==> src/hw/c2a_defs.svh <==
`ifndef C2A_DEFS_SVH
`define C2A_DEFS_SVH

// number of cache dma ports and the width of an index into them
`define C2A_NUM_CACHE 4
`define C2A_TAG_W 2

// cache dma word and axi beat widths
`define C2A_WORD_W 32
`define C2A_AXI_DATA_W 64
`define C2A_WORDS_PER_BEAT 2

// one cache block goes out as one axi burst
`define C2A_BLOCK_WORDS 8
`define C2A_BURST_LEN (`C2A_BLOCK_WORDS / `C2A_WORDS_PER_BEAT)

// axi address and id widths
`define C2A_ADDR_W 32
`define C2A_ID_W 4

// bursts that may be outstanding between aw and the end of their data
`define C2A_TAG_FIFO_ELS 4

`endif
==> src/hw/c2a_pkg.sv <==
`include "c2a_defs.svh"

package c2a_pkg;

  // axi burst type
  typedef enum logic [1:0] {
    BURST_FIXED = 2'b00,
    BURST_INCR  = 2'b01,
    BURST_WRAP  = 2'b10
  } axi_burst_e;

  // axi response code
  typedef enum logic [1:0] {
    RESP_OKAY   = 2'b00,
    RESP_EXOKAY = 2'b01,
    RESP_SLVERR = 2'b10,
    RESP_DECERR = 2'b11
  } axi_resp_e;

  // arbiter fsm
  typedef enum logic {
    ARB_SCAN,
    ARB_OFFER
  } arb_state_e;

  typedef struct packed {
    logic [`C2A_ID_W-1:0]   id;
    logic [`C2A_ADDR_W-1:0] addr;
    logic [7:0]             len;
    logic [2:0]             size;
    axi_burst_e             burst;
  } axi_aw_s;

  typedef struct packed {
    logic [`C2A_AXI_DATA_W-1:0]   data;
    logic [`C2A_AXI_DATA_W/8-1:0] strb;
    logic                         last;
  } axi_w_s;

  typedef struct packed {
    logic [`C2A_ID_W-1:0] id;
    axi_resp_e            resp;
  } axi_b_s;

  // write-back request chosen by the arbiter
  typedef struct packed {
    logic [`C2A_TAG_W-1:0]  tag;
    logic [`C2A_ADDR_W-1:0] addr;
  } wb_req_s;

endpackage

==> src/hw/c2a_write_top.sv <==
`timescale 1ns/1ps
`include "c2a_defs.svh"

module c2a_write_top (
  input  logic                                        clk_i,
  input  logic                                        rst_i,
  // cache write-back requests
  input  logic [`C2A_NUM_CACHE-1:0]                   req_v_i,
  input  logic [`C2A_NUM_CACHE-1:0][`C2A_ADDR_W-1:0]  req_addr_i,
  output logic [`C2A_NUM_CACHE-1:0]                   req_yumi_o,
  // cache dma words
  input  logic [`C2A_NUM_CACHE-1:0][`C2A_WORD_W-1:0]  dma_data_i,
  input  logic [`C2A_NUM_CACHE-1:0]                   dma_v_i,
  output logic [`C2A_NUM_CACHE-1:0]                   dma_yumi_o,
  // axi memory port
  output c2a_pkg::axi_aw_s                            aw_o,
  output logic                                        awvalid_o,
  input  logic                                        awready_i,
  output c2a_pkg::axi_w_s                             w_o,
  output logic                                        wvalid_o,
  input  logic                                        wready_i,
  input  c2a_pkg::axi_b_s                             b_i,
  input  logic                                        bvalid_i,
  output logic                                        bready_o,
  output logic                                        err_o
);

  c2a_pkg::wb_req_s offer;
  logic offer_v;
  logic offer_yumi;

  c2a_req_arbiter i_arbiter (
    .clk_i(clk_i),
    .rst_i(rst_i),
    .req_v_i(req_v_i),
    .req_addr_i(req_addr_i),
    .req_yumi_o(req_yumi_o),
    .offer_o(offer),
    .offer_v_o(offer_v),
    .offer_yumi_i(offer_yumi)
  );

  c2a_write_tx i_write_tx (
    .clk_i(clk_i),
    .rst_i(rst_i),
    .offer_i(offer),
    .offer_v_i(offer_v),
    .offer_yumi_o(offer_yumi),
    .dma_data_i(dma_data_i),
    .dma_v_i(dma_v_i),
    .dma_yumi_o(dma_yumi_o),
    .aw_o(aw_o),
    .awvalid_o(awvalid_o),
    .awready_i(awready_i),
    .w_o(w_o),
    .wvalid_o(wvalid_o),
    .wready_i(wready_i),
    .b_i(b_i),
    .bvalid_i(bvalid_i),
    .bready_o(bready_o),
    .err_o(err_o)
  );

endmodule

==> src/hw/c2a_write_tx.sv <==
`timescale 1ns/1ps
`include "c2a_defs.svh"

module c2a_write_tx (
  input  logic                                        clk_i,
  input  logic                                        rst_i,
  // picked write-back request
  input  c2a_pkg::wb_req_s                            offer_i,
  input  logic                                        offer_v_i,
  output logic                                        offer_yumi_o,
  // cache dma words
  input  logic [`C2A_NUM_CACHE-1:0][`C2A_WORD_W-1:0]  dma_data_i,
  input  logic [`C2A_NUM_CACHE-1:0]                   dma_v_i,
  output logic [`C2A_NUM_CACHE-1:0]                   dma_yumi_o,
  // axi write channels
  output c2a_pkg::axi_aw_s                            aw_o,
  output logic                                        awvalid_o,
  input  logic                                        awready_i,
  output c2a_pkg::axi_w_s                             w_o,
  output logic                                        wvalid_o,
  input  logic                                        wready_i,
  input  c2a_pkg::axi_b_s                             b_i,
  input  logic                                        bvalid_i,
  output logic                                        bready_o,
  output logic                                        err_o
);

  localparam int NUM_CACHE = `C2A_NUM_CACHE;
  localparam int WORD_CNT_W = $clog2(`C2A_BLOCK_WORDS);
  localparam int BEAT_CNT_W = $clog2(`C2A_BURST_LEN);

  logic fifo_ready;
  logic fifo_push;
  logic fifo_v;
  logic fifo_yumi;
  logic [`C2A_TAG_W-1:0] head_tag;

  logic gather_v;
  logic gather_ready;
  logic beat_v;
  logic beat_yumi;
  logic [`C2A_AXI_DATA_W-1:0] beat_data;
  logic pop_word;

  logic [WORD_CNT_W-1:0] word_cnt_r;
  logic [BEAT_CNT_W-1:0] beat_cnt_r;
  logic last_word;
  logic err_r;

  // aw goes out only when the tag has somewhere to go
  assign awvalid_o = offer_v_i & fifo_ready;
  assign fifo_push = offer_v_i & fifo_ready & awready_i;
  assign offer_yumi_o = fifo_push;

  always_comb begin
    aw_o.id = '0;
    aw_o.addr = offer_i.addr;
    aw_o.len = 8'(`C2A_BURST_LEN - 1);
    aw_o.size = 3'($clog2(`C2A_AXI_DATA_W / 8));
    aw_o.burst = c2a_pkg::BURST_INCR;
  end

  c2a_tag_fifo #(
    .els_p(`C2A_TAG_FIFO_ELS),
    .width_p(`C2A_TAG_W)
  ) i_tag_fifo (
    .clk_i(clk_i),
    .rst_i(rst_i),
    .v_i(fifo_push),
    .ready_o(fifo_ready),
    .data_i(offer_i.tag),
    .v_o(fifo_v),
    .data_o(head_tag),
    .yumi_i(fifo_yumi)
  );

  // head tag names the cache whose block is being drained
  assign gather_v = fifo_v & dma_v_i[head_tag];
  assign pop_word = gather_v & gather_ready;
  assign dma_yumi_o = pop_word ? (NUM_CACHE'(1) << head_tag) : '0;

  c2a_word_gather i_gather (
    .clk_i(clk_i),
    .rst_i(rst_i),
    .v_i(gather_v),
    .data_i(dma_data_i[head_tag]),
    .ready_o(gather_ready),
    .v_o(beat_v),
    .data_o(beat_data),
    .yumi_i(beat_yumi)
  );

  // tag retires with the last word of its block
  assign last_word = (word_cnt_r == WORD_CNT_W'(`C2A_BLOCK_WORDS - 1));
  assign fifo_yumi = pop_word & last_word;

  always_ff @(posedge clk_i) begin
    if (rst_i) begin
      word_cnt_r <= '0;
    end else if (pop_word) begin
      word_cnt_r <= last_word ? '0 : word_cnt_r + 1'b1;
    end
  end

  assign wvalid_o = beat_v;
  assign beat_yumi = beat_v & wready_i;

  always_ff @(posedge clk_i) begin
    if (rst_i) begin
      beat_cnt_r <= '0;
    end else if (beat_yumi) begin
      beat_cnt_r <= w_o.last ? '0 : beat_cnt_r + 1'b1;
    end
  end

  assign w_o.data = beat_data;
  assign w_o.strb = '1;
  assign w_o.last = (beat_cnt_r == BEAT_CNT_W'(`C2A_BURST_LEN - 1));

  // responses always taken, any error is sticky
  assign bready_o = 1'b1;

  always_ff @(posedge clk_i) begin
    if (rst_i) begin
      err_r <= 1'b0;
    end else if (bvalid_i && (b_i.resp == c2a_pkg::RESP_SLVERR ||
                              b_i.resp == c2a_pkg::RESP_DECERR)) begin
      err_r <= 1'b1;
    end
  end

  assign err_o = err_r;

  // a stalled beat keeps its valid and its payload
  a_w_hold: assert property (@(posedge clk_i) disable iff (rst_i)
    wvalid_o && !wready_i |=> wvalid_o && $stable(w_o));

endmodule

==> src/hw/c2a_word_gather.sv <==
`timescale 1ns/1ps
`include "c2a_defs.svh"

module c2a_word_gather (
  input  logic                       clk_i,
  input  logic                       rst_i,
  input  logic                       v_i,
  input  logic [`C2A_WORD_W-1:0]     data_i,
  output logic                       ready_o,
  output logic                       v_o,
  output logic [`C2A_AXI_DATA_W-1:0] data_o,
  input  logic                       yumi_i
);

  localparam int SLOTS = `C2A_WORDS_PER_BEAT;
  localparam int CNT_W = $clog2(SLOTS + 1);
  localparam int IDX_W = (SLOTS > 1) ? $clog2(SLOTS) : 1;

  // slot 0 lands in the low half of the beat
  logic [SLOTS-1:0][`C2A_WORD_W-1:0] slots_r;
  logic [CNT_W-1:0] cnt_r;
  logic [IDX_W-1:0] wr_idx;
  logic full;
  logic take;

  assign full = (cnt_r == CNT_W'(SLOTS));
  assign v_o = full;

  // a word may enter the same cycle the full beat leaves
  assign ready_o = ~full | yumi_i;
  assign take = v_i & ready_o;

  // refill from the bottom once the beat is gone
  assign wr_idx = yumi_i ? '0 : cnt_r[IDX_W-1:0];

  always_ff @(posedge clk_i) begin
    if (rst_i) begin
      cnt_r <= '0;
    end else if (yumi_i) begin
      cnt_r <= take ? CNT_W'(1) : '0;
    end else if (take) begin
      cnt_r <= cnt_r + 1'b1;
    end
  end

  always_ff @(posedge clk_i) begin
    if (take) begin
      slots_r[wr_idx] <= data_i;
    end
  end

  assign data_o = slots_r;

endmodule

==> src/hw/c2a_tag_fifo.sv <==
`timescale 1ns/1ps
`include "c2a_defs.svh"

module c2a_tag_fifo #(
  parameter int els_p = `C2A_TAG_FIFO_ELS,
  parameter int width_p = `C2A_TAG_W
) (
  input  logic               clk_i,
  input  logic               rst_i,
  input  logic               v_i,
  output logic               ready_o,
  input  logic [width_p-1:0] data_i,
  output logic               v_o,
  output logic [width_p-1:0] data_o,
  input  logic               yumi_i
);

  localparam int PTR_W = (els_p > 1) ? $clog2(els_p) : 1;

  logic [width_p-1:0] mem_r [els_p];
  logic [PTR_W-1:0] rd_ptr_r;
  logic [PTR_W-1:0] wr_ptr_r;
  logic [PTR_W-1:0] rd_ptr_nxt;
  logic [PTR_W-1:0] wr_ptr_nxt;
  // tells full from empty when the pointers meet
  logic full_r;
  logic ptr_eq;
  logic full;
  logic empty;

  assign ptr_eq = (rd_ptr_r == wr_ptr_r);
  assign full = ptr_eq & full_r;
  assign empty = ptr_eq & ~full_r;

  // explicit wrap so depths that are not a power of two work
  assign rd_ptr_nxt = (rd_ptr_r == PTR_W'(els_p - 1)) ? '0 : rd_ptr_r + 1'b1;
  assign wr_ptr_nxt = (wr_ptr_r == PTR_W'(els_p - 1)) ? '0 : wr_ptr_r + 1'b1;

  always_ff @(posedge clk_i) begin
    if (rst_i) begin
      rd_ptr_r <= '0;
      wr_ptr_r <= '0;
      full_r <= 1'b0;
    end else begin
      if (v_i) begin
        wr_ptr_r <= wr_ptr_nxt;
      end
      if (yumi_i) begin
        rd_ptr_r <= rd_ptr_nxt;
      end
      if (v_i && !yumi_i && wr_ptr_nxt == rd_ptr_r) begin
        full_r <= 1'b1;
      end else if (yumi_i && !v_i) begin
        full_r <= 1'b0;
      end
    end
  end

  always_ff @(posedge clk_i) begin
    if (v_i) begin
      mem_r[wr_ptr_r] <= data_i;
    end
  end

  assign ready_o = ~full;
  assign v_o = ~empty;
  assign data_o = mem_r[rd_ptr_r];

  a_no_push_full: assert property (@(posedge clk_i) disable iff (rst_i) !(v_i && full));
  a_no_pop_empty: assert property (@(posedge clk_i) disable iff (rst_i) !(yumi_i && empty));

endmodule

==> src/hw/c2a_req_arbiter.sv <==
`timescale 1ns/1ps
`include "c2a_defs.svh"

module c2a_req_arbiter (
  input  logic                                        clk_i,
  input  logic                                        rst_i,
  input  logic [`C2A_NUM_CACHE-1:0]                   req_v_i,
  input  logic [`C2A_NUM_CACHE-1:0][`C2A_ADDR_W-1:0]  req_addr_i,
  output logic [`C2A_NUM_CACHE-1:0]                   req_yumi_o,
  output c2a_pkg::wb_req_s                            offer_o,
  output logic                                        offer_v_o,
  input  logic                                        offer_yumi_i
);

  localparam int NUM_CACHE = `C2A_NUM_CACHE;
  localparam int TAG_W = `C2A_TAG_W;

  c2a_pkg::arb_state_e state_r;
  logic [TAG_W-1:0] last_r;
  logic [TAG_W-1:0] tag_r;
  logic [`C2A_ADDR_W-1:0] addr_r;
  logic [TAG_W-1:0] cand;
  logic [TAG_W-1:0] pick_tag;
  logic pick_v;

  // first requester after the last winner, wrapping around
  always_comb begin
    pick_v = 1'b0;
    pick_tag = last_r;
    cand = last_r;
    for (int i = 1; i <= NUM_CACHE; i++) begin
      cand = TAG_W'((int'(last_r) + i) % NUM_CACHE);
      if (!pick_v && req_v_i[cand]) begin
        pick_v = 1'b1;
        pick_tag = cand;
      end
    end
  end

  always_ff @(posedge clk_i) begin
    if (rst_i) begin
      state_r <= c2a_pkg::ARB_SCAN;
      // so that cache 0 wins first
      last_r <= TAG_W'(NUM_CACHE - 1);
    end else begin
      case (state_r)
        c2a_pkg::ARB_SCAN: begin
          if (pick_v) begin
            state_r <= c2a_pkg::ARB_OFFER;
          end
        end
        default: begin
          if (offer_yumi_i) begin
            state_r <= c2a_pkg::ARB_SCAN;
            last_r <= tag_r;
          end
        end
      endcase
    end
  end

  // winner payload, only loaded while scanning
  always_ff @(posedge clk_i) begin
    if (state_r == c2a_pkg::ARB_SCAN && pick_v) begin
      tag_r <= pick_tag;
      addr_r <= req_addr_i[pick_tag];
    end
  end

  assign offer_v_o = (state_r == c2a_pkg::ARB_OFFER);
  assign offer_o.tag = tag_r;
  assign offer_o.addr = addr_r;

  // winner sees yumi in the cycle its burst address goes out
  assign req_yumi_o = (offer_v_o && offer_yumi_i) ? (NUM_CACHE'(1) << tag_r) : '0;

  a_yumi_needs_offer: assert property (@(posedge clk_i) disable iff (rst_i)
    offer_yumi_i |-> offer_v_o);

endmodule

==> config.mk <==
export PLATFORM = sky130hd
export DESIGN_NAME = c2a_write_top
export DESIGN_NICKNAME = d
export VERILOG_FILES = /design/src/hw/c2a_pkg.sv /design/src/hw/c2a_write_top.sv /design/src/hw/c2a_write_tx.sv /design/src/hw/c2a_word_gather.sv /design/src/hw/c2a_tag_fifo.sv /design/src/hw/c2a_req_arbiter.sv
export VERILOG_INCLUDE_DIRS = /design/src /design/src/hw
export SDC_FILE = /design/constraint.sdc
export NUM_CORES = 1
export LEC_CHECK = 0
export ABC_AREA = 1
export BUFFER_PORTS_ARGS = -buffer_cell sky130_fd_sc_hd__clkbuf_2
export CAP_MARGIN = 20
export CORE_AREA = 2 2 159 161
export CTS_BUF_LIST = sky130_fd_sc_hd__clkbuf_4
export DETAILED_ROUTE_END_ITERATION = 8
export DIE_AREA = 0 0 161 163
export MAX_ROUTING_LAYER = met4
export PLACE_DENSITY = 0.68
export SYNTH_ARGS = -nofsm -noshare
export SYNTH_HDL_FRONTEND = slang
export SYNTH_SLANG_ARGS = --single-unit
==> constraint.sdc <==
create_clock -name clk_i -period 3.9 [get_ports clk_i]
set_clock_uncertainty 0.1 [all_clocks]
set_input_delay 0.195 -clock clk_i [delete_from_list [all_inputs] [get_ports clk_i]]
set_output_delay 0.195 -clock clk_i [all_outputs]
set_load 0.02 [all_outputs]
==> flow_metrics.tcl <==
set metrics [dict create \
    p_per_area_mw_per_mm2 462 \
    r2r_end "i_write_tx.i_gather.data_o[61]$_DFFE_PP_" \
    setup_tns_ps 0 \
    arrival_ps 3830 \
    cp_max_fo 33 \
    fp.dieArea_mm2 0.0262 \
    ys.warnings.count 0 \
    clock_sinks 124 \
    tightest_slew_ps 697 \
    n_antenna_cell 0 \
    fin_area_mm2 0.0113 \
    die_x_um 161 \
    io_buffers 377 \
    multi_input_area_mm2 0.00281 \
    synth.area.top_cells "edfxtp_1, nand3_1, nand2_1, nand3b_1, buf_4" \
    outcome "finished, final reports clean" \
    hold_viol 0 \
    min_path_type "in -> reg" \
    finalCritPeriodShare 0.945 \
    grt_pass1_wl_mm 39.3 \
    synth_seq_cells 124 \
    place.gp.congestion 0.869 \
    clk_pin_slew_ps 130 \
    min_from "dma_data_i[122]" \
    required_ps 4050 \
    syn_avg_cell_area_um2 8.79 \
    grt_max_degree 66 \
    rsz0062_at_grt "false" \
    drt-pass1-iter-count 7 \
    power_frac_seq 0.356 \
    place_hpwl_mm 18.0 \
    io_pins 409 \
    wl_mm 26.6 \
    rows 58 \
    r2r_slack_ps 210 \
    final.min_clock_period_ps 3690 \
    ant_nets 0 \
    synth_cell_types 36 \
    track_usage 0.200 \
    end_kind "flop" \
    clkLatencyLatePin_ps 510 \
    viasPerCell 4.69 \
    synth.top_cells.by_count "nand3_1, nand2_1, edfxtp_1, inv_1, nand3b_1" \
    async_reset_ff_frac 0 \
    swShare 0.387 \
    routedWlPerCell_um 15.7 \
    layout-drive-gt1-share 0.328 \
    slew_violations 0 \
    regArea_mm2 0.00354 \
    synth_top_area_cell "edfxtp_1" \
    yosysMostFrequentCell "nand3_1" \
    num_vias 7945 \
    p_leak_nw 5.39 \
    seq_area_frac_synth 0.483 \
    cts_htree_levels 4 \
    dpl-instance-area_mm2 0.00913 \
    hold_end "i_write_tx.i_gather.data_o[26]$_DFFE_PP_" \
    syn2layout_area_growth_pct 54.6 \
    slew_headroom 0.535 \
    timing.max_cap.violations 0 \
    fmax_mhz 271 \
    die_y_um 163 \
    p_int_mw 3.21 \
    drtIter0Drc 501 \
    synth-main-ff-cell "edfxtp_1" \
    overflow 0 \
    cts_tree "done" \
    layout.nets 1634 \
    initial_core_util 0.297 \
    holdPathStages 3 \
    grt_pass1_vias 7522 \
    p_switching_mw 2.03 \
    ir_drop_mv 0.245 \
    root_buffer "clkbuf_4" \
    r2r_cells 11 \
    synth_top_area_share 0.434 \
    synth_area_mm2 0.00733 \
    numCtsBuffers 17 \
    start_kind "flop" \
    syn_inst 834 \
    fillers 2294 \
    synth-edff-count 106 \
    setup_violations 0 \
    drc_errors 0 \
    comb_power_share 0.474 \
    core_area_mm2 0.0247 \
    post_cts_buffers 0 \
    clk_path_buf_depth 2 \
    pwr-share-clk 0.170 \
    antenna_found_initial 0 \
    path_class "reg -> reg" \
]
==> power groups by stage <==
stage	combinational, mW	sequential [mW]	clock [mW]
3_3_place_gp	1.81	1.89	0
4_1_cts	2.45	1.87	0.927
5_1_grt	2.69	1.90	0.981
3_5_place_dp	1.83	1.90	0
2_1_floorplan	1.45	1.90	0
6_report	2.48	1.87	0.890
==> worst max-delay path by stage <==
stage / to / slack [ps]
floorplan: i_write_tx.i_gather.data_o[32]$_DFFE_PP_ / 880
global placement: i_write_tx.i_gather.data_o[20]$_DFFE_PP_ / 960
detailed placement: i_arbiter.addr_r[21]$_DFFE_PP_ / 990
CTS: i_arbiter.addr_r[20]$_DFFE_PP_ / 20
global route: i_write_tx.i_gather.data_o[61]$_DFFE_PP_ / 80
finish: i_write_tx.i_gather.data_o[61]$_DFFE_PP_ / 210
==> cells by family (layout without fill, tap and decap cells) <==
kind of cell	Yosys count	after routing	synth area share
AND/OR/NAND/NOR	430	430	0.291
other	2	26	0.00102
flip-flops	124	124	0.483
XOR/XNOR	4	4	0.00683
buffers and inverters	206	712	0.149
adder cells (fa/ha/maj)	8	8	0.0137
AO/OA/AOI/OAI	60	60	0.0558
==> per-layer routing <==
layer  GRT usage  part of all wire  vias to the layer above
li1            -                 -                     3782
met1       0.210              0.38                     3666
met2       0.339              0.48                      432
met3      0.0685             0.097                       65
met4      0.0929             0.040                        0
met5           -                 0                        -
==> layout make-up <==
cell class,count,area share
Clock buffer,17,0.0113
Clock inverter,15,0.0123
Inverter,98,0.0327
Tap cell,330,0.0364
Timing Repair Buffer,582,0.347
Multi-Input combinational cell,528,0.248
Sequential cell,124,0.313
==> worst max-delay path, cell delays in order (launching register included) <==
cell and delay, ps:
dfxtp_1 430, inv_2 70, nand2_1 60, nand3_1 120, nand2_1 220, buf_4 420
nor2_2 210, buf_8 220, a22oi_1 240, dlygate4sd3_1 600, nand3_1 100, dlygate4sd3_1 620
==> state kept, by name, summed over array words and instances, names as in the netlist, named ones only <==
signal,cells
i_write_tx.i_tag_fifo.rd_ptr_r,2
i_write_tx.word_cnt_r,3
i_write_tx.i_gather.cnt_r,2
i_write_tx.i_tag_fifo.full_r,1
i_write_tx.beat_cnt_r,2
i_write_tx.i_tag_fifo.mem_r,8
i_write_tx.i_gather.data_o,64
i_arbiter.addr_r,32
i_arbiter.last_r,2
i_write_tx.i_tag_fifo.wr_ptr_r,2
i_arbiter.tag_r,2
i_arbiter.offer_v_o,1
i_write_tx.err_o,1
==> cells in the final DEF (no fill, tap or decap), drive strengths merged <==
| master | Yosys | final |
|---|---|---|
| clkbuf | 15 | 394 |
| dlygate4sd3 | 0 | 193 |
| nand3 | 172 | 172 |
| nand2 | 159 | 159 |
| edfxtp | 106 | 106 |
| inv | 97 | 100 |
| nand3b | 64 | 64 |
| a22oi | 32 | 32 |
| conb | 2 | 26 |
| nor2 | 24 | 24 |
| dfxtp | 18 | 18 |
| a21oi | 12 | 12 |
| buf | 93 | 12 |
| o21ai | 11 | 11 |
| clkinv | 1 | 10 |
| ha | 8 | 8 |
| nor3 | 6 | 6 |
| nand4 | 3 | 3 |
| or2 | 2 | 2 |
| o21bai | 2 | 2 |
| o211ai | 2 | 2 |
| clkinvlp | 0 | 2 |
| xor2 | 2 | 2 |
| xnor2 | 2 | 2 |
| o2111ai | 1 | 1 |
| bufinv | 0 | 1 |
==> metrics by stage <==
stage                     hold slack (ps)  instances  utilization  setup WS (ps)  power (mW)
after floorplan                       236        858            -            876        3.35
final                                61.6       1694        0.459            215        5.24
after detailed placement              333       1469        0.370            994        3.74
after global routing                 7.49       1694        0.459           77.2        5.56
after CTS                            7.43       1694        0.459           18.4        5.26
after global placement                320       1468        0.369            964        3.70
==> what timing repair did <==
action | 4_1_cts | 5_1_grt
resized for setup | 0 | 4
hold buffers | 193 | 0
hold endpoints to repair | 110 | 0
endpoints found under the setup margin | 0 | 30
No activity file was read; power rests on OpenSTA's default activity.
